==> config.mk <==
export PLATFORM = sky130hd
export DESIGN_NAME = ceu_top
export DESIGN_NICKNAME = d
export VERILOG_FILES = /design/src/common/ceu_pkg.sv /design/src/ceu_ctrl/ceu_ctrl.sv /design/src/hdl/ceu_top.sv /design/src/hdl/inbox_sizer.sv /design/src/hdl/op_decoder.sv
export SDC_FILE = /design/constraint.sdc
export NUM_CORES = 1
export LEC_CHECK = 0
export BUFFER_PORTS_ARGS = -buffer_cell sky130_fd_sc_hd__buf_2
export CAP_MARGIN = 20
export CORE_MARGIN = 2
export CORE_UTILIZATION = 50
export DETAILED_ROUTE_END_ITERATION = 10
export HOLD_SLACK_MARGIN = 0.1
export PLACE_DENSITY = 0.79
export SLEW_MARGIN = 20
export SYNTH_ARGS = -nofsm -noshare
export SYNTH_HDL_FRONTEND = slang
export SYNTH_HIERARCHICAL = 1
export SYNTH_SLANG_ARGS = --single-unit
==> constraint.sdc <==
create_clock -name clk -period 4.1 [get_ports clk]
set_input_delay 0.615 -clock clk [delete_from_list [all_inputs] [get_ports clk]]
set_output_delay 0.615 -clock clk [all_outputs]
set_load 0.02 [all_outputs]
==> src/common/ceu_pkg.sv <==
package ceu_pkg;

    // ************************************************************
    // field widths
    // ************************************************************
    localparam int OP_W       = 12;
    localparam int OP_MOD_W   = 8;
    localparam int IN_MOD_W   = 32;
    localparam int ADDR_W     = 64;  // host mailbox address
    localparam int LEN_W      = 12;  // inbox length in bytes
    localparam int STATUS_W   = 8;
    localparam int DMA_HEAD_W = 128;

    typedef logic [OP_W-1:0]       op_t;
    typedef logic [OP_MOD_W-1:0]   op_mod_t;
    typedef logic [IN_MOD_W-1:0]   in_mod_t;
    typedef logic [ADDR_W-1:0]     mbox_addr_t;
    typedef logic [LEN_W-1:0]      byte_len_t;
    typedef logic [STATUS_W-1:0]   hcr_status_t;
    typedef logic [DMA_HEAD_W-1:0] dma_head_t;  // addr at 95:32, len at 11:0

    // which execution unit takes the command
    typedef enum logic [2:0] {
        TGT_NONE,
        TGT_LOCAL,  // local access
        TGT_CM,     // context management
        TGT_V2P,    // virtual to physical
        TGT_BOTH    // cm and v2p together
    } exe_target_e;

    // controller FSM
    typedef enum logic [1:0] {
        ST_IDLE,
        ST_DECODE,
        ST_GET_INBOX,
        ST_EXECUTE
    } ctrl_state_e;

    // ************************************************************
    // opcodes
    // ************************************************************
    localparam op_t CMD_QUERY_DEV_LIM   = 12'h003;
    localparam op_t CMD_QUERY_ADAPTER   = 12'h006;
    localparam op_t CMD_INIT_HCA        = 12'h007;
    localparam op_t CMD_CLOSE_HCA       = 12'h008;
    localparam op_t CMD_SW2HW_MPT       = 12'h00D;
    localparam op_t CMD_HW2SW_MPT       = 12'h00F;
    localparam op_t CMD_WRITE_MTT       = 12'h011;
    localparam op_t CMD_MAP_EQ          = 12'h012;
    localparam op_t CMD_SW2HW_EQ        = 12'h013;
    localparam op_t CMD_HW2SW_EQ        = 12'h014;
    localparam op_t CMD_SW2HW_CQ        = 12'h016;
    localparam op_t CMD_HW2SW_CQ        = 12'h017;
    localparam op_t CMD_MODIFY_QP_FIRST = 12'h019;  // modify-qp range, inclusive
    localparam op_t CMD_MODIFY_QP_LAST  = 12'h021;
    localparam op_t CMD_QUERY_QP        = 12'h022;
    localparam op_t CMD_MAD_IFC         = 12'h024;
    localparam op_t CMD_RESIZE_CQ       = 12'h02C;
    localparam op_t CMD_UNMAP_ICM       = 12'hFF9;
    localparam op_t CMD_MAP_ICM         = 12'hFFA;

    // op modifier picks the unit for map/unmap icm
    localparam op_mod_t ICM_IN_CM  = 8'd1;
    localparam op_mod_t ICM_IN_V2P = 8'd2;

    // status codes, ored together on error
    localparam hcr_status_t STAT_OK        = 8'h00;
    localparam hcr_status_t STAT_BAD_OP    = 8'h02;
    localparam hcr_status_t STAT_BAD_PARAM = 8'h03;

    // fixed inbox sizes in bytes
    localparam byte_len_t INBOX_LEN_INIT_HCA  = 12'd256;
    localparam byte_len_t INBOX_LEN_MODIFY_QP = 12'd256;
    localparam byte_len_t INBOX_LEN_SW2HW_CQ  = 12'd64;
    localparam byte_len_t INBOX_LEN_RESIZE_CQ = 12'd64;
    localparam byte_len_t INBOX_LEN_SW2HW_EQ  = 12'd64;
    localparam byte_len_t INBOX_LEN_SW2HW_MPT = 12'd64;

    localparam byte_len_t INBOX_UNIT_BYTES = 12'd32;  // icm / mtt size step

endpackage

==> src/ceu_ctrl/ceu_ctrl.sv <==
`timescale 1ns/1ps

module ceu_ctrl
    import ceu_pkg::*;
(
    input  logic        clk,
    input  logic        rst_n,

    // host command register
    input  logic        hcr_go,
    input  mbox_addr_t  hcr_in_param,
    input  mbox_addr_t  hcr_out_dma_addr,
    input  in_mod_t     hcr_in_modifier,
    input  op_mod_t     hcr_op_modifier,
    input  op_t         hcr_op,

    // decode results
    input  exe_target_e target,
    input  logic        has_outbox,
    input  logic        bad_op,
    input  logic        bad_modifier,
    input  byte_len_t   inbox_len,

    // captured fields to the decode parts
    output op_t         reg_op,
    output op_mod_t     reg_op_modifier,
    output in_mod_t     reg_in_modifier,

    output hcr_status_t hcr_status,
    output logic        hcr_clear,

    // inbox read request, single beat
    output logic        dma_rd_req_valid,
    output dma_head_t   dma_rd_req_head,
    input  logic        dma_rd_req_ready,

    // execute levels, one hot
    output logic        exe_local,
    output logic        exe_cm,
    output logic        exe_v2p,
    output logic        exe_both,
    input  logic        exe_done
);

    ctrl_state_e state;
    ctrl_state_e state_nxt;
    mbox_addr_t  reg_in_param;
    mbox_addr_t  reg_out_dma_addr;
    logic        has_inbox;
    logic        bad_param;
    logic        in_decode;
    logic        in_execute;

    assign in_decode  = (state == ST_DECODE);
    assign in_execute = (state == ST_EXECUTE);
    assign has_inbox  = |inbox_len;

    // ************************************************************
    // status and clear
    // ************************************************************
    assign bad_param = bad_modifier
                     | (has_inbox  & (reg_in_param == '0))      // inbox without address
                     | (has_outbox & (reg_out_dma_addr == '0)); // outbox without address

    always_comb begin
        hcr_status = STAT_OK;
        if (in_decode) begin  // status only shown in decode
            if (bad_op)
                hcr_status = hcr_status | STAT_BAD_OP;
            if (bad_param)
                hcr_status = hcr_status | STAT_BAD_PARAM;
        end
    end

    // error in decode, or target finished
    assign hcr_clear = (in_decode & (|hcr_status)) | (in_execute & exe_done);

    // ************************************************************
    // command registers
    // ************************************************************
    always_ff @(posedge clk or negedge rst_n) begin
        if (!rst_n) begin
            reg_op           <= '0;
            reg_op_modifier  <= '0;
            reg_in_modifier  <= '0;
            reg_in_param     <= '0;
            reg_out_dma_addr <= '0;
        end else if (hcr_clear) begin  // command retired
            reg_op           <= '0;
            reg_op_modifier  <= '0;
            reg_in_modifier  <= '0;
            reg_in_param     <= '0;
            reg_out_dma_addr <= '0;
        end else if ((state == ST_IDLE) && hcr_go) begin
            reg_op           <= hcr_op;
            reg_op_modifier  <= hcr_op_modifier;
            reg_in_modifier  <= hcr_in_modifier;
            reg_in_param     <= hcr_in_param;
            reg_out_dma_addr <= hcr_out_dma_addr;
        end
    end

    // ************************************************************
    // FSM
    // ************************************************************
    always_ff @(posedge clk or negedge rst_n) begin
        if (!rst_n)
            state <= ST_IDLE;
        else
            state <= state_nxt;
    end

    always_comb begin
        state_nxt = state;
        case (state)
            ST_IDLE: begin
                if (hcr_go)
                    state_nxt = ST_DECODE;  // go ignored elsewhere
            end
            ST_DECODE: begin
                if (|hcr_status)
                    state_nxt = ST_IDLE;
                else if (has_inbox)
                    state_nxt = ST_GET_INBOX;
                else
                    state_nxt = ST_EXECUTE;
            end
            ST_GET_INBOX: begin
                if (dma_rd_req_ready)  // valid is high all through this state
                    state_nxt = ST_EXECUTE;
            end
            ST_EXECUTE: begin
                if (exe_done)
                    state_nxt = ST_IDLE;
            end
            default: state_nxt = ST_IDLE;
        endcase
    end

    // head is stable while waiting, regs do not move in this state
    assign dma_rd_req_valid = (state == ST_GET_INBOX);
    assign dma_rd_req_head  = dma_rd_req_valid ? {32'd0, reg_in_param, 20'd0, inbox_len} : '0;

    // target held until done
    assign exe_local = in_execute & (target == TGT_LOCAL);
    assign exe_cm    = in_execute & (target == TGT_CM);
    assign exe_v2p   = in_execute & (target == TGT_V2P);
    assign exe_both  = in_execute & (target == TGT_BOTH);

endmodule

==> src/hdl/ceu_top.sv <==
`timescale 1ns/1ps

module ceu_top
    import ceu_pkg::*;
(
    input  logic        clk,
    input  logic        rst_n,

    // host command register
    input  mbox_addr_t  hcr_in_param,
    input  in_mod_t     hcr_in_modifier,
    input  mbox_addr_t  hcr_out_dma_addr,
    input  logic        hcr_go,
    input  op_mod_t     hcr_op_modifier,
    input  op_t         hcr_op,
    output hcr_status_t hcr_status,
    output logic        hcr_clear,

    // dma read request
    output logic        dma_rd_req_valid,
    output dma_head_t   dma_rd_req_head,
    input  logic        dma_rd_req_ready,

    // execution units
    output logic        exe_local,
    output logic        exe_cm,
    output logic        exe_v2p,
    output logic        exe_both,
    input  logic        exe_done
);

    op_t         reg_op;
    op_mod_t     reg_op_modifier;
    in_mod_t     reg_in_modifier;
    exe_target_e target;
    logic        has_outbox;
    logic        bad_op;
    logic        bad_modifier;
    byte_len_t   inbox_len;

    // ************************************************************
    // decode parts, both fed from the captured command
    // ************************************************************
    op_decoder u_op_decoder (
        .op           (reg_op),
        .op_mod       (reg_op_modifier),
        .target       (target),
        .has_outbox   (has_outbox),
        .bad_op       (bad_op),
        .bad_modifier (bad_modifier)
    );

    inbox_sizer u_inbox_sizer (
        .op        (reg_op),
        .op_mod    (reg_op_modifier),
        .in_mod    (reg_in_modifier),
        .inbox_len (inbox_len)       // zero when no inbox
    );

    ceu_ctrl u_ctrl (
        .clk              (clk),
        .rst_n            (rst_n),
        .hcr_go           (hcr_go),
        .hcr_in_param     (hcr_in_param),
        .hcr_out_dma_addr (hcr_out_dma_addr),
        .hcr_in_modifier  (hcr_in_modifier),
        .hcr_op_modifier  (hcr_op_modifier),
        .hcr_op           (hcr_op),
        .target           (target),
        .has_outbox       (has_outbox),
        .bad_op           (bad_op),
        .bad_modifier     (bad_modifier),
        .inbox_len        (inbox_len),
        .reg_op           (reg_op),
        .reg_op_modifier  (reg_op_modifier),
        .reg_in_modifier  (reg_in_modifier),
        .hcr_status       (hcr_status),
        .hcr_clear        (hcr_clear),
        .dma_rd_req_valid (dma_rd_req_valid),
        .dma_rd_req_head  (dma_rd_req_head),
        .dma_rd_req_ready (dma_rd_req_ready),
        .exe_local        (exe_local),
        .exe_cm           (exe_cm),
        .exe_v2p          (exe_v2p),
        .exe_both         (exe_both),
        .exe_done         (exe_done)
    );

endmodule

==> src/hdl/inbox_sizer.sv <==
`timescale 1ns/1ps

module inbox_sizer
    import ceu_pkg::*;
(
    input  op_t       op,
    input  op_mod_t   op_mod,
    input  in_mod_t   in_mod,
    output byte_len_t inbox_len
);

    logic      is_modify_qp;
    byte_len_t map_icm_units;    // 32-byte units for map icm
    byte_len_t write_mtt_units;  // 32-byte units for write mtt

    assign is_modify_qp = (op >= CMD_MODIFY_QP_FIRST) && (op <= CMD_MODIFY_QP_LAST);

    // page count halved, rounded up
    assign map_icm_units = byte_len_t'(in_mod[7:1]) + byte_len_t'(in_mod[0]);

    // entries in groups of four, partial group rounds up, plus header unit
    assign write_mtt_units = byte_len_t'(in_mod[7:2]) + byte_len_t'(|in_mod[1:0])
                           + byte_len_t'(1);

    // ************************************************************
    // length table, zero means no inbox
    // ************************************************************
    always_comb begin
        case (op)
            CMD_INIT_HCA:  inbox_len = INBOX_LEN_INIT_HCA;
            CMD_SW2HW_CQ:  inbox_len = INBOX_LEN_SW2HW_CQ;
            CMD_RESIZE_CQ: inbox_len = INBOX_LEN_RESIZE_CQ;
            CMD_SW2HW_EQ:  inbox_len = INBOX_LEN_SW2HW_EQ;
            CMD_SW2HW_MPT: inbox_len = INBOX_LEN_SW2HW_MPT;
            CMD_MAP_ICM:   inbox_len = map_icm_units * INBOX_UNIT_BYTES;
            CMD_WRITE_MTT: inbox_len = write_mtt_units * INBOX_UNIT_BYTES;
            default: begin
                // modify qp carries a context only with modifier 0
                if (is_modify_qp && (op_mod == 8'd0))
                    inbox_len = INBOX_LEN_MODIFY_QP;
                else
                    inbox_len = '0;
            end
        endcase
    end

endmodule

==> src/hdl/op_decoder.sv <==
`timescale 1ns/1ps

module op_decoder
    import ceu_pkg::*;
(
    input  op_t         op,
    input  op_mod_t     op_mod,
    output exe_target_e target,
    output logic        has_outbox,
    output logic        bad_op,
    output logic        bad_modifier
);

    logic is_modify_qp;  // whole modify-qp opcode range
    logic icm_sel_ok;    // icm modifier names a unit

    assign is_modify_qp = (op >= CMD_MODIFY_QP_FIRST) && (op <= CMD_MODIFY_QP_LAST);
    assign icm_sel_ok   = (op_mod == ICM_IN_CM) || (op_mod == ICM_IN_V2P);

    // ************************************************************
    // opcode classification
    // ************************************************************
    always_comb begin
        target       = TGT_NONE;
        has_outbox   = 1'b0;
        bad_op       = 1'b0;
        bad_modifier = 1'b0;

        if (is_modify_qp) begin
            target       = TGT_CM;
            bad_modifier = !(op_mod inside {8'd0, 8'd2, 8'd3});  // only 0, 2, 3 allowed
        end else begin
            case (op)
                // local access
                CMD_QUERY_DEV_LIM,
                CMD_QUERY_ADAPTER: begin
                    target     = TGT_LOCAL;
                    has_outbox = 1'b1;
                end
                CMD_MAD_IFC: begin
                    target       = TGT_LOCAL;
                    has_outbox   = 1'b1;
                    bad_modifier = (op_mod != 8'd1);
                end
                // context management
                CMD_SW2HW_CQ, CMD_RESIZE_CQ, CMD_SW2HW_EQ,
                CMD_MAP_EQ, CMD_HW2SW_CQ, CMD_HW2SW_EQ: begin
                    target = TGT_CM;
                end
                CMD_QUERY_QP: begin
                    target     = TGT_CM;
                    has_outbox = 1'b1;  // qp context goes back to host
                end
                // virtual to physical
                CMD_SW2HW_MPT, CMD_WRITE_MTT, CMD_HW2SW_MPT: begin
                    target = TGT_V2P;
                end
                // both units
                CMD_INIT_HCA, CMD_CLOSE_HCA: begin
                    target = TGT_BOTH;
                end
                // icm ops route by modifier
                CMD_MAP_ICM, CMD_UNMAP_ICM: begin
                    bad_modifier = !icm_sel_ok;
                    if (op_mod == ICM_IN_CM)
                        target = TGT_CM;
                    else if (op_mod == ICM_IN_V2P)
                        target = TGT_V2P;
                end
                default: begin
                    bad_op = 1'b1;  // unknown or unrealized op
                end
            endcase
        end
    end

endmodule

Word level (Yosys, flattened, before mapping)
Index checks and enable logic that the tools add are counted.
{ "op_classes": {"mux": 32, "n_eq_ne": 31, "bitwise": 11, "div": 0, "n_mul": 0, "magnitude_cmp": 2, "shift": 0, "addsub": 3, "reduce_logical": 24} }
{ "op_table": {"columns": ["cell", "count"], "rows": [
  ["two-way mux 64 bit", 4],
  ["logical NOT 64 bit", 2],
  ["two-way mux 96 bit", 1],
  ["equality test 12 x 5 -> 1 bit (second input constant)", 6],
  ["case mux 12 bit (4 select lines)", 1],
  ["equality test 12 x 4 -> 1 bit (second input constant)", 3],
  ["equality test 12 x 6 -> 1 bit (second input constant)", 3],
  ["two-way mux 8 bit", 4],
  ["equality test 12 bit (second input constant)", 2],
  ["equality test 12 x 3 -> 1 bit (second input constant)", 2],
  ["two-way mux 12 bit", 2],
  ["OR reduction 17 bit", 1],
  ["equality test 8 x 2 -> 1 bit (second input constant)", 2],
  ["two-way mux 2 bit", 8],
  ["case mux 3 bit (5 select lines)", 1],
  ["equality test 12 x 2 -> 1 bit (second input constant)", 1],
  ["greater-or-equal comparator 12 x 5 -> 1 bit (second input constant)", 1],
  ["less-or-equal comparator 12 x 6 -> 1 bit (second input constant)", 1],
  ["OR reduction 12 bit", 1],
  ["two-way mux 9 bit", 1],
  ["bitwise AND 1 bit", 8],
  ["equality test 8 x 1 -> 1 bit (second input constant)", 1],
  ["logical NOT 8 bit", 1],
  ["!= test 8 x 1 -> 1 bit (second input constant)", 1],
  ["other kinds (26)", 45]
]} }
{ "word_totals": {"latch_bits": 0, "mem_bits_ro": 0, "ram_bits": 0, "memories": 0, "reg_bits": 158, "elab_cells": 109} }

Depth between registers and ports, before layout
Gate-level depths: netlist of the first run.
{ "depth": {"word_depth": 15, "mapped_depth": 16, "depth_no_buf": 13} }

By module
The synthesis of the first run kept the hierarchy.
{ "modules_own_cells": {"columns": ["module", "cells_per_inst", "area_each_um2", "seq_area_each_um2", "n_inst"], "rows": [
  ["ceu_ctrl", 801, 8673.3, 4554.4, 1],
  ["inbox_sizer", 77, 518.0, 0.0, 1],
  ["op_decoder", 70, 481.7, 0.0, 1]
]} }

Worst setup path after synthesis of the first run
No wires, ideal clock.
{ "synth_path": {"path_kind": "register to output", "start": "register u_ctrl.reg_op[4]", "end": "output port hcr_clear", "arrival_time_ns": 2.582, "slack_ns": 0.903, "stages_incl_launch_ff": 12, "t_required_ns": 3.485, "n_path_buf": 3, "cell_sequence": "dfrtp_1 -> nand2_1 -> or4_4 -> buf_6 -> o32a_1 -> o22ai_2 -> nor4_1 -> nand3_1 -> a31oi_1 -> a31oi_1 -> buf_2 -> buf_2"} }
{ "synth_via": {"word_cells_on_any_way": 44, "cone_classes": "order compare (2); eq/ne (17); mux (11); bitwise (6); reduce/logical (8)"} }
{ "synth_lines": {"columns": ["element", "line", "text"], "rows": [
  ["start: declaration", "ceu_ctrl.sv:25", "output op_t reg_op,"],
  ["start signal: assignment", "ceu_ctrl.sv:95", "reg_op <= hcr_op;"],
  ["equality test 12 x 5 -> 1 bit, or another cell as far along", "inbox_sizer.sv:29", "case (op)"],
  ["OR reduction 4 bit (no line)", null, null],
  ["case mux 12 bit (4 select lines) (*)", "inbox_sizer.sv:29", null],
  ["via inbox_len[11]", "ceu_top.sv:39", "byte_len_t inbox_len;"],
  ["OR reduction 12 bit (*)", "ceu_ctrl.sv:56", "assign has_inbox = |inbox_len;"],
  ["bitwise AND 1 bit (*)", "ceu_ctrl.sv:62", "| (has_inbox & (reg_in_param == '0))"],
  ["OR 1 bit (*)", "ceu_ctrl.sv:62", null],
  ["OR 1 bit (*)", "ceu_ctrl.sv:63", "| (has_outbox & (reg_out_dma_addr == '0));"],
  ["two-way mux 2 bit (*)", "ceu_ctrl.sv:70", "if (bad_param)"],
  ["two-way mux 2 bit (*)", "ceu_ctrl.sv:67", "if (in_decode) begin"],
  ["OR reduction 8 bit (*)", "ceu_ctrl.sv:76", "assign hcr_clear = (in_decode & (|hcr_status)) | (in_execute & exe_done);"],
  ["bitwise AND 1 bit (*)", "ceu_ctrl.sv:76", null],
  ["OR 1 bit (*)", "ceu_ctrl.sv:76", null],
  ["end: declaration", "ceu_top.sv:17", "output logic hcr_clear,"]
]} }
Mark *: on every way through the listed nets, which the timed path passes. The rest lies on a longest branch.

Worst setup path after layout of the first run
{ "layout_path": {"start": "register u_ctrl.reg_op[2]", "end": "output port hcr_status[1]"} }
{ "layout_via": {"word_cells_on_any_way": 41, "cone_classes": "order compare (2); eq/ne (17); mux (11); bitwise (4); reduce/logical (7)"} }
{ "layout_lines": {"columns": ["element", "line", "text"], "rows": [
  ["equality test 12 x 5 -> 1 bit, or another cell as far along", "inbox_sizer.sv:29", null],
  ["OR reduction 4 bit (no line)", null, null],
  ["case mux 12 bit (4 select lines) (*)", "inbox_sizer.sv:29", null],
  ["via inbox_len[11]", "ceu_top.sv:39", null],
  ["OR reduction 12 bit (*)", "ceu_ctrl.sv:56", null],
  ["bitwise AND 1 bit (*)", "ceu_ctrl.sv:62", null],
  ["OR 1 bit (*)", "ceu_ctrl.sv:62", null],
  ["OR 1 bit (*)", "ceu_ctrl.sv:63", null],
  ["two-way mux 2 bit (*)", "ceu_ctrl.sv:70", null],
  ["two-way mux 2 bit (*)", "ceu_ctrl.sv:67", null],
  ["end: declaration", "ceu_top.sv:16", "output hcr_status_t hcr_status,"]
]} }
Marked as above.

==> reports/metrics.cfg, run 1 <==
[run_status]
status=complete, no violations

[critical_path]
critPathArrivalTime_ns=3.25
cp-start-kind=flip-flop
path_cells=nand4b_1 > or4_4 > o32a_1 > o22ai_2 > nor4_1 > nand3_1 > a31oi_4 > nand3b_1 > nor2b_1 > buf_2
path_buf_inv=1
worst-endpoint-required_ns=3.48
cp_max_fo=14
max_stage_delay_ns=0.61
critical_path_class=reg2out
cp_slowest_cell=or4_4
cp_top_family=simple AND/OR/NAND/NOR gates
worst_setup_path_end_kind=output pin

[final_layout]
ff_latch_area_um2=3960
fin_nets=1272
multi_input_area_um2=4218
postLayoutCoreUtil_pct=60.61
nFillCells=1462
drive_above_1_share_pct=27.76
area_growth_pct=19.21

[floorplan]
core_area_um2=17180
initial_utilization_pct=50.84
die_h_um=136.2
rows=48
die_w_um=136.2
pin_count=327
dieArea_um2=18540

[global_routing]
grt_max_degree=157
grt_pass1_vias=6538
track_usage_pct=22.66
overflow=0
antenna_found_initial=2
grt_pass1_wl_um=33020

[drt]
drt-initial-drc-count=368
drt-vias-per-instance=5.195
drtPass1Iterations=5
drt.antenna.violating_nets=0
routedWlPerCell_um=15.90
wl_met2_um=10410
drc=0
met1_length_um=8921
routed-via-count=6862
top_layer_used=met5
finalWirelength_um=21010
dr_wl_met3_um=1339

[clocking]
path_clk_slew_ns=0.07
cts_max_level=4
cts-resized-gates=0
cts_buffer_depth=2
cts-root-buf=clkbuf_16
cts_hold_buffers=0
post_cts_buffers=0
numCtsBuffers=17
cts_tree=built
clock-sinks=158
clock_latency_ns=0.42

[flow_run]
max_cap_viol_count=0

[sta]
max_freq_mhz=258.9
tns_ns=0
tightest_slew_ns=0.9238
fin_crit_sh_pct=94.19
rsz0062_at_grt=false
slew_headroom_pct=38.41
fin_crit_ns=3.862
skew_ns=0.01285
drv_slew=0
setup_viol=0
whs_ns=0.2748
hold_viol_final=0

[power]
p_leak_uw=0.005240
p_per_area_nw_per_um2=661.7
peakVddDrop_mv=0.5046

[synthesis]
yosysWarnings=6
syn_area_um2=8733
synth_cells=874
syn_area_per_cell_um2=9.992

[min_path]
hold_path_class=in2async

[placed_design]
routabilityCongestion=0.8551
portBuffers=239
dp_hpwl_um=14730

## registers in the layout, summed over array words and instances (netlist names), named ones only
name,cells
u_ctrl/reg_op_modifier,8
u_ctrl/reg_in_modifier,8
u_ctrl/reg_out_dma_addr,64
u_ctrl/reg_op,12
u_ctrl/reg_in_param,64
u_ctrl/state,1
## per-layer routing
layer,GRT usage (%),up-vias
li1,-,3288
met1,29.28,3317
met2,37.21,231
met3,6.525,24
met4,6.481,2
met5,0,-
## path summary, 6_finish.rpt
check,startpoint,end,slack (ns),cells after the start
setup / recovery,u_ctrl/reg_op[2]$_DFFE_PN0P_,hcr_status[1],0.24,10
hold / removal,rst_n,u_ctrl/reg_in_param[11]$_DFFE_PN0P_,0.27,1
setup reg to reg,u_ctrl/reg_op[2]$_DFFE_PN0P_,u_ctrl/reg_out_dma_addr[24]$_DFFE_PN0P_,0.68,10
hold reg to reg,u_ctrl/reg_out_dma_addr[10]$_DFFE_PN0P_,u_ctrl/reg_out_dma_addr[10]$_DFFE_PN0P_,0.53,2
max in group asynchronous,rst_n,u_ctrl/reg_in_param[48]$_DFFE_PN0P_,2.92,2
min in group clk,hcr_out_dma_addr[21],u_ctrl/reg_out_dma_addr[21]$_DFFE_PN0P_,0.43,3
## cell usage in the layout (no fill, tap or decap), types with 6 or more instances in the layout
cell type  instances
mux2i_1          158
buf_2            238
nand3_1           13
clkbuf_16         17
dfrtp_1          153
nor4_1            40
conb_1            63
xor2_1             6
a21oi_1            6
nand2_1           20
nor2_1           171
xnor2_1            7
and2_1            76
nand4_1            9
o21ai_0            7
inv_1             12
## metrics by stage
step	worst slack, ns	instances	instance area, µm²	power (µW)
floorplan	0.9123	935	8962	4715
global route	0.006028	1321	10410	7361
global placement	0.6149	1288	9773	5197
CTS	0.08520	1320	10370	6904
finish	0.2380	1321	10410	6889
detailed placement	0.5580	1288	9773	5286
## power breakdown
group | switching (µW) | total (µW) | internal (µW)
Combinational | 1560 | 2640 | 1080
Sequential | 529 | 2650 | 2120
Clock | 731 | 1600 | 872
## layout make-up
type,count,area share [%]
clock buffer,17,4.086
sequential,158,38.04
tap,225,2.704
inverter,12,0.4326
antenna,1,0.02404
clock inverter,15,1.670
multi-input combinational,647,40.51
timing repair buffer,246,12.53
Note: power is estimated with default switching activity, not from simulation.
==> inputs of run 2 (changes only) <==
- ABC_AREA: default -> 1
==> reports/metrics.cfg, run 2 <==
[run_status]
status=complete, no violations

[flow_run]
max_cap_viol_count=0  ; unchanged

[floorplan]
core_area_um2=18520  ; +7.8%
rows=50  ; +4.2%
die_w_um=140.7  ; +3.4%
initial_utilization_pct=50.48  ; -0.37 points
die_h_um=140.7  ; +3.4%
dieArea_um2=19800  ; +6.8%
pin_count=327  ; unchanged

[sta]
fin_crit_sh_pct=90.34  ; -3.9 points
setup_viol=0  ; unchanged
tightest_slew_ns=0.9850  ; +0.06112 ns
hold_viol_final=0  ; unchanged
max_freq_mhz=270.0  ; +4.3%
skew_ns=0.01464  ; +0.001791 ns
drv_slew=0  ; unchanged
rsz0062_at_grt=false
tns_ns=0  ; unchanged
fin_crit_ns=3.704  ; -0.1579 ns
slew_headroom_pct=34.34  ; -4.1 points

[synthesis]
syn_area_per_cell_um2=7.757  ; -22%
synth_cells=1205  ; +38%
yosysWarnings=6  ; unchanged
syn_area_um2=9348  ; +7.0%

[final_layout]
multi_input_area_um2=4398  ; +4.3%
area_growth_pct=18.04
fin_nets=1605  ; +26%
final_cell_mix=nor2_1, buf_2, nand2_1
ff_latch_area_um2=3954  ; -0.16%
final_area_um2=11030  ; +6.0%
nFillCells=1696  ; +16%
drive_above_1_share_pct=27.68  ; -0.082 points
top_regs=u_ctrl/reg_in_param (64), u_ctrl/reg_out_dma_addr (64), u_ctrl/reg_op (12)
layout_commonest_cell=nor2_1

[power]
peakVddDrop_mv=0.9427  ; +87%
p_leak_uw=0.006322  ; +21%
p_per_area_nw_per_um2=695.8  ; +5.2%

[critical_path]
cp_max_fo=3  ; -11
critPathArrivalTime_ns=3.09  ; -0.16 ns
cp-start-kind=flip-flop
worst_setup_path_end_kind=output pin
worst-endpoint-required_ns=3.48  ; about the same
critical_path_class=reg2out

[placed_design]
portBuffers=239  ; unchanged
dp_hpwl_um=15670  ; +6.4%
placed_area_um2=10400  ; +6.4%
routabilityCongestion=0.8757  ; +2.4%

[clocking]
cts-resized-gates=0  ; unchanged
cts_hold_buffers=0  ; unchanged
clock-sinks=158  ; unchanged
cts_max_level=4  ; unchanged
path_clk_slew_ns=0.06  ; about the same
post_cts_buffers=0  ; unchanged
numCtsBuffers=17  ; unchanged
clock_latency_ns=0.43  ; about the same
cts_buffer_depth=2  ; unchanged
cts_tree=built
cts-root-buf=clkbuf_16

[drt]
finalWirelength_um=21870  ; +4.1%
drt-initial-drc-count=362  ; -1.6%
routed-via-count=7932  ; +16%
drc=0  ; unchanged
drt.antenna.violating_nets=0  ; unchanged
routedWlPerCell_um=13.13  ; -17%
drt-vias-per-instance=4.764  ; -8.3%
drtPass1Iterations=5  ; unchanged

[global_routing]
grt_pass1_vias=7616  ; +16%
overflow=0  ; unchanged
track_usage_pct=22.04  ; -0.63 points
antenna_found_initial=4  ; +2
grt_pass1_wl_um=35350  ; +7.0%
grt_max_degree=157  ; unchanged

[min_path]
hold_path_class=in2async

==> run 2: layout make-up <==
cell class	instances	area share, %
multi-input combinational	865	39.86
timing repair buffer	245	11.65
sequential	158	35.83
antenna	4	0.09071
clock buffer	20	4.139
inverter	128	4.354
tap	234	2.653
clock inverter	11	1.429
==> run 2: final timing paths <==
check                      depth (start not counted)  slack [ns]                                 endpoint                                     from
setup / recovery                                  20        0.40                                hcr_clear    u_ctrl/reg_in_modifier[0]$_DFFE_PN0P_
min in group clk                                   3        0.45             u_ctrl/reg_op[7]$_DFFE_PN0P_                                hcr_op[7]
max in group asynchronous                          2        2.98      u_ctrl/reg_in_param[63]$_DFFE_PN0P_                                    rst_n
hold reg to reg                                    2        0.54  u_ctrl/reg_out_dma_addr[17]$_DFFE_PN0P_  u_ctrl/reg_out_dma_addr[17]$_DFFE_PN0P_
setup reg to reg                                  21        0.67  u_ctrl/reg_out_dma_addr[27]$_DFFE_PN0P_    u_ctrl/reg_in_modifier[0]$_DFFE_PN0P_
hold / removal                                     1        0.18  u_ctrl/reg_out_dma_addr[26]$_DFFE_PN0P_                                    rst_n
==> run 2: metal layers <==
layer / GRT usage [%] / up-vias / wire, µm
li1: - / 4015 / -
met1: 27.05 / 3640 / 9490
met2: 37.15 / 230 / 10460
met3: 5.367 / 47 / 1233
met4: 9.526 / 0 / 681
met5: 0 / - / 0
==> run 2: metrics by stage <==
stage	cells	utilization [%]	total power, µW	hold slack, ns	setup WS, ns
after floorplan	1266	-	5468	0.3194	1.065
after global placement	1630	56.17	5931	0.5189	0.8779
after detailed placement	1630	56.17	6056	0.5292	0.7516
after CTS	1661	59.49	7728	0.1962	0.3938
after global routing	1663	59.56	8288	0.2145	0.1024
final	1665	59.59	7678	0.1812	0.3959
==> run 2: worst max-delay path, cell delays in order (launching register included) <==
cell     delay, ns
dfrtp_1       0.38
inv_1         0.06
ha_1          0.19
ha_1          0.19
inv_1         0.06
ha_1          0.15
inv_1         0.06
nor2_1        0.16
xnor2_1       0.15
o22ai_1       0.11
nor2_1        0.10
nand3_1       0.07
nor3_1        0.13
nand2_1       0.15
nand2_1       0.10
nor2_1        0.05
nor2_2        0.15
inv_2         0.05
nand2_2       0.10
nand3_4       0.09
buf_2         0.18
==> run 2: power breakdown <==
group          switching, µW  internal, µW  total [µW]
clock                    650           995        1640
sequential               346          2080        2430
combinational           2400          1210        3600
total                   3390          4280        7680
==> inputs of run 3 (changes only) <==
- PLACE_DENSITY: 0.79 -> 0.76
==> reports/metrics.cfg, run 3 (synthesis gave the netlist of run 2 again) <==
[run_status]
status=complete, no violations

[placed_design]
dp_hpwl_um=15210  ; -3.0%
routabilityCongestion=0.8617  ; -1.6%
detailedPlace.worstSlack_ns=0.7801  ; +0.02854 ns
portBuffers=239  ; unchanged
placed_area_um2=10410  ; +0.12%

[final_layout]
final_cell_mix=nor2_1, buf_2, nand2_1
final_area_um2=10950  ; -0.74%
drive_above_1_share_pct=27.61  ; -0.070 points
top_regs=u_ctrl/reg_in_param (64), u_ctrl/reg_out_dma_addr (64), u_ctrl/reg_op (12)
layout_commonest_cell=nor2_1
fin_nets=1605  ; unchanged
area_growth_pct=17.17

[floorplan]
dieArea_um2=19800  ; unchanged
pin_count=327  ; unchanged
die_h_um=140.7  ; unchanged
rows=50  ; unchanged
initial_utilization_pct=50.48  ; unchanged
die_w_um=140.7  ; unchanged
core_area_um2=18520  ; unchanged

[sta]
tightest_slew_ns=0.9757  ; -0.009259 ns
max_freq_mhz=272.4  ; +0.90%
slew_headroom_pct=34.89  ; +0.56 points
drv_slew=0  ; unchanged
rsz0062_at_grt=false
hold_viol_final=0  ; unchanged
whs_ns=0.2605  ; +0.07923 ns
fin_crit_ns=3.671  ; -0.03306 ns
skew_ns=0.01073  ; -0.003914 ns
setup_viol=0  ; unchanged
setup_ws_ns=0.4290  ; +0.03306 ns
tns_ns=0  ; unchanged
fin_crit_sh_pct=89.54  ; -0.81 points

[global_routing]
grt_pass1_wl_um=35240  ; -0.31%
overflow=0  ; unchanged
grt_max_degree=157  ; unchanged
grt_pass1_vias=7463  ; -2.0%
antenna_found_initial=3  ; -1
track_usage_pct=21.91  ; -0.12 points

[drt]
dr_wl_met3_um=1445  ; +17%
drt.antenna.violating_nets=0  ; unchanged
drt-initial-drc-count=444  ; +23%
top_layer_used=met4
drtPass1Iterations=8  ; +3
routedWlPerCell_um=12.94  ; -1.5%
routed-via-count=7948  ; +0.20%
finalWirelength_um=21530  ; -1.5%
wl_met2_um=10600  ; +1.3%
drc=0  ; unchanged
drt-vias-per-instance=4.776  ; +0.26%
met1_length_um=9124  ; -3.9%

[clocking]
cts_buffer_depth=2  ; unchanged
clock-sinks=158  ; unchanged
cts_tree=built
post_cts_buffers=0  ; unchanged
cts-resized-gates=0  ; unchanged
clock_latency_ns=0.42  ; about the same
path_clk_slew_ns=0.07  ; about the same
cts-root-buf=clkbuf_16
cts_hold_buffers=0  ; unchanged
numCtsBuffers=17  ; unchanged
cts_max_level=4  ; unchanged

[critical_path]
critical_path_class=reg2out
r2r_slack_ns=0.74  ; +0.07 ns
cp-start-kind=flip-flop
startpoint=u_ctrl/reg_in_modifier[0]$_DFFE_PN0P_
worstSetupEndpoint=hcr_status[1]
r2r.worst_path.cells=21  ; unchanged
worst_setup_path_end_kind=output pin
critPathArrivalTime_ns=3.06  ; -0.03 ns
cp_max_fo=3  ; unchanged
timing.rr.end=u_ctrl/reg_out_dma_addr[3]$_DFFE_PN0P_
timing.rr.start=u_ctrl/reg_in_modifier[0]$_DFFE_PN0P_
worst-endpoint-required_ns=3.48  ; about the same

[min_path]
hold_path_class=in2async

[power]
p_per_area_nw_per_um2=680.6  ; -2.2%
p_leak_uw=0.006290  ; -0.50%
peakVddDrop_mv=0.8296  ; -12%

[flow_run]
max_cap_viol_count=0  ; unchanged

run 3: cell types whose count changed in the layout (fill, tap and decap cells not counted), sizes merged:
cell	delta
bufinv	-3
clkinv	+1
inv	+1
diode	-1
clkinvlp	+1
run 3: critical path, stage by stage, from the launching register on:
cell and delay [ns]:
dfrtp_1 0.37, inv_1 0.05, ha_1 0.19, ha_1 0.19
inv_1 0.06, ha_1 0.15, inv_1 0.05, nor2_1 0.16
xnor2_1 0.13, o22ai_1 0.10, nor2_1 0.10, nand3_1 0.07
nor3_1 0.13, nand2_1 0.14, nand2_1 0.09, nor2_1 0.05
nor2_2 0.15, inv_2 0.05, nand2_2 0.10, nand2_1 0.13
buf_2 0.18
run 3: worst min-delay path by stage:
stage                     cells after the start  slack [ns]                                    start                                 endpoint
final                                         1        0.26                                    rst_n      u_ctrl/reg_in_param[13]$_DFFE_PN0P_
after global routing                          1        0.34                                    rst_n      u_ctrl/reg_in_param[12]$_DFFE_PN0P_
after global placement                        2        0.52  u_ctrl/reg_out_dma_addr[25]$_DFFE_PN0P_  u_ctrl/reg_out_dma_addr[25]$_DFFE_PN0P_
after detailed placement                      2        0.53  u_ctrl/reg_out_dma_addr[10]$_DFFE_PN0P_  u_ctrl/reg_out_dma_addr[10]$_DFFE_PN0P_
after CTS                                     1        0.30                                    rst_n      u_ctrl/reg_in_param[12]$_DFFE_PN0P_
after floorplan                               0        0.32                                    rst_n               asynchronous set/reset pin
run 3: layout make-up:
type	instances	area, µm²
multi-input combinational	865	4389
clock buffer	20	446.7
sequential	158	3954
inverter	128	480.5
timing repair buffer	245	1297
antenna	3	7.507
tap	234	292.8
fill	1724	7565
clock inverter	11	85.08
run 3: metrics by stage:
stage          std cells  utilization, %  total power (µW)
6_report            1664           59.15              7454
3_3_place_gp        1630           56.24              5948
4_1_cts             1661           59.11              7518
3_5_place_dp        1630           56.24              6039
5_1_grt             1662           59.12              8090
2_1_floorplan       1266               -              5468
run 3: power breakdown:
part	total [µW]	internal (µW)	switching [µW]	leakage (µW)
Sequential	2420	2080	341	0.00208
Clock	1440	793	650	0.000253
Combinational	3590	1220	2370	0.00395
run 3: metal layers:
metal  vias to the layer above  track usage, %
li1                       4021               -
met1                      3647           27.59
met2                       257           37.51
met3                        23           5.265
met4                         0           6.789
met5                         -               0
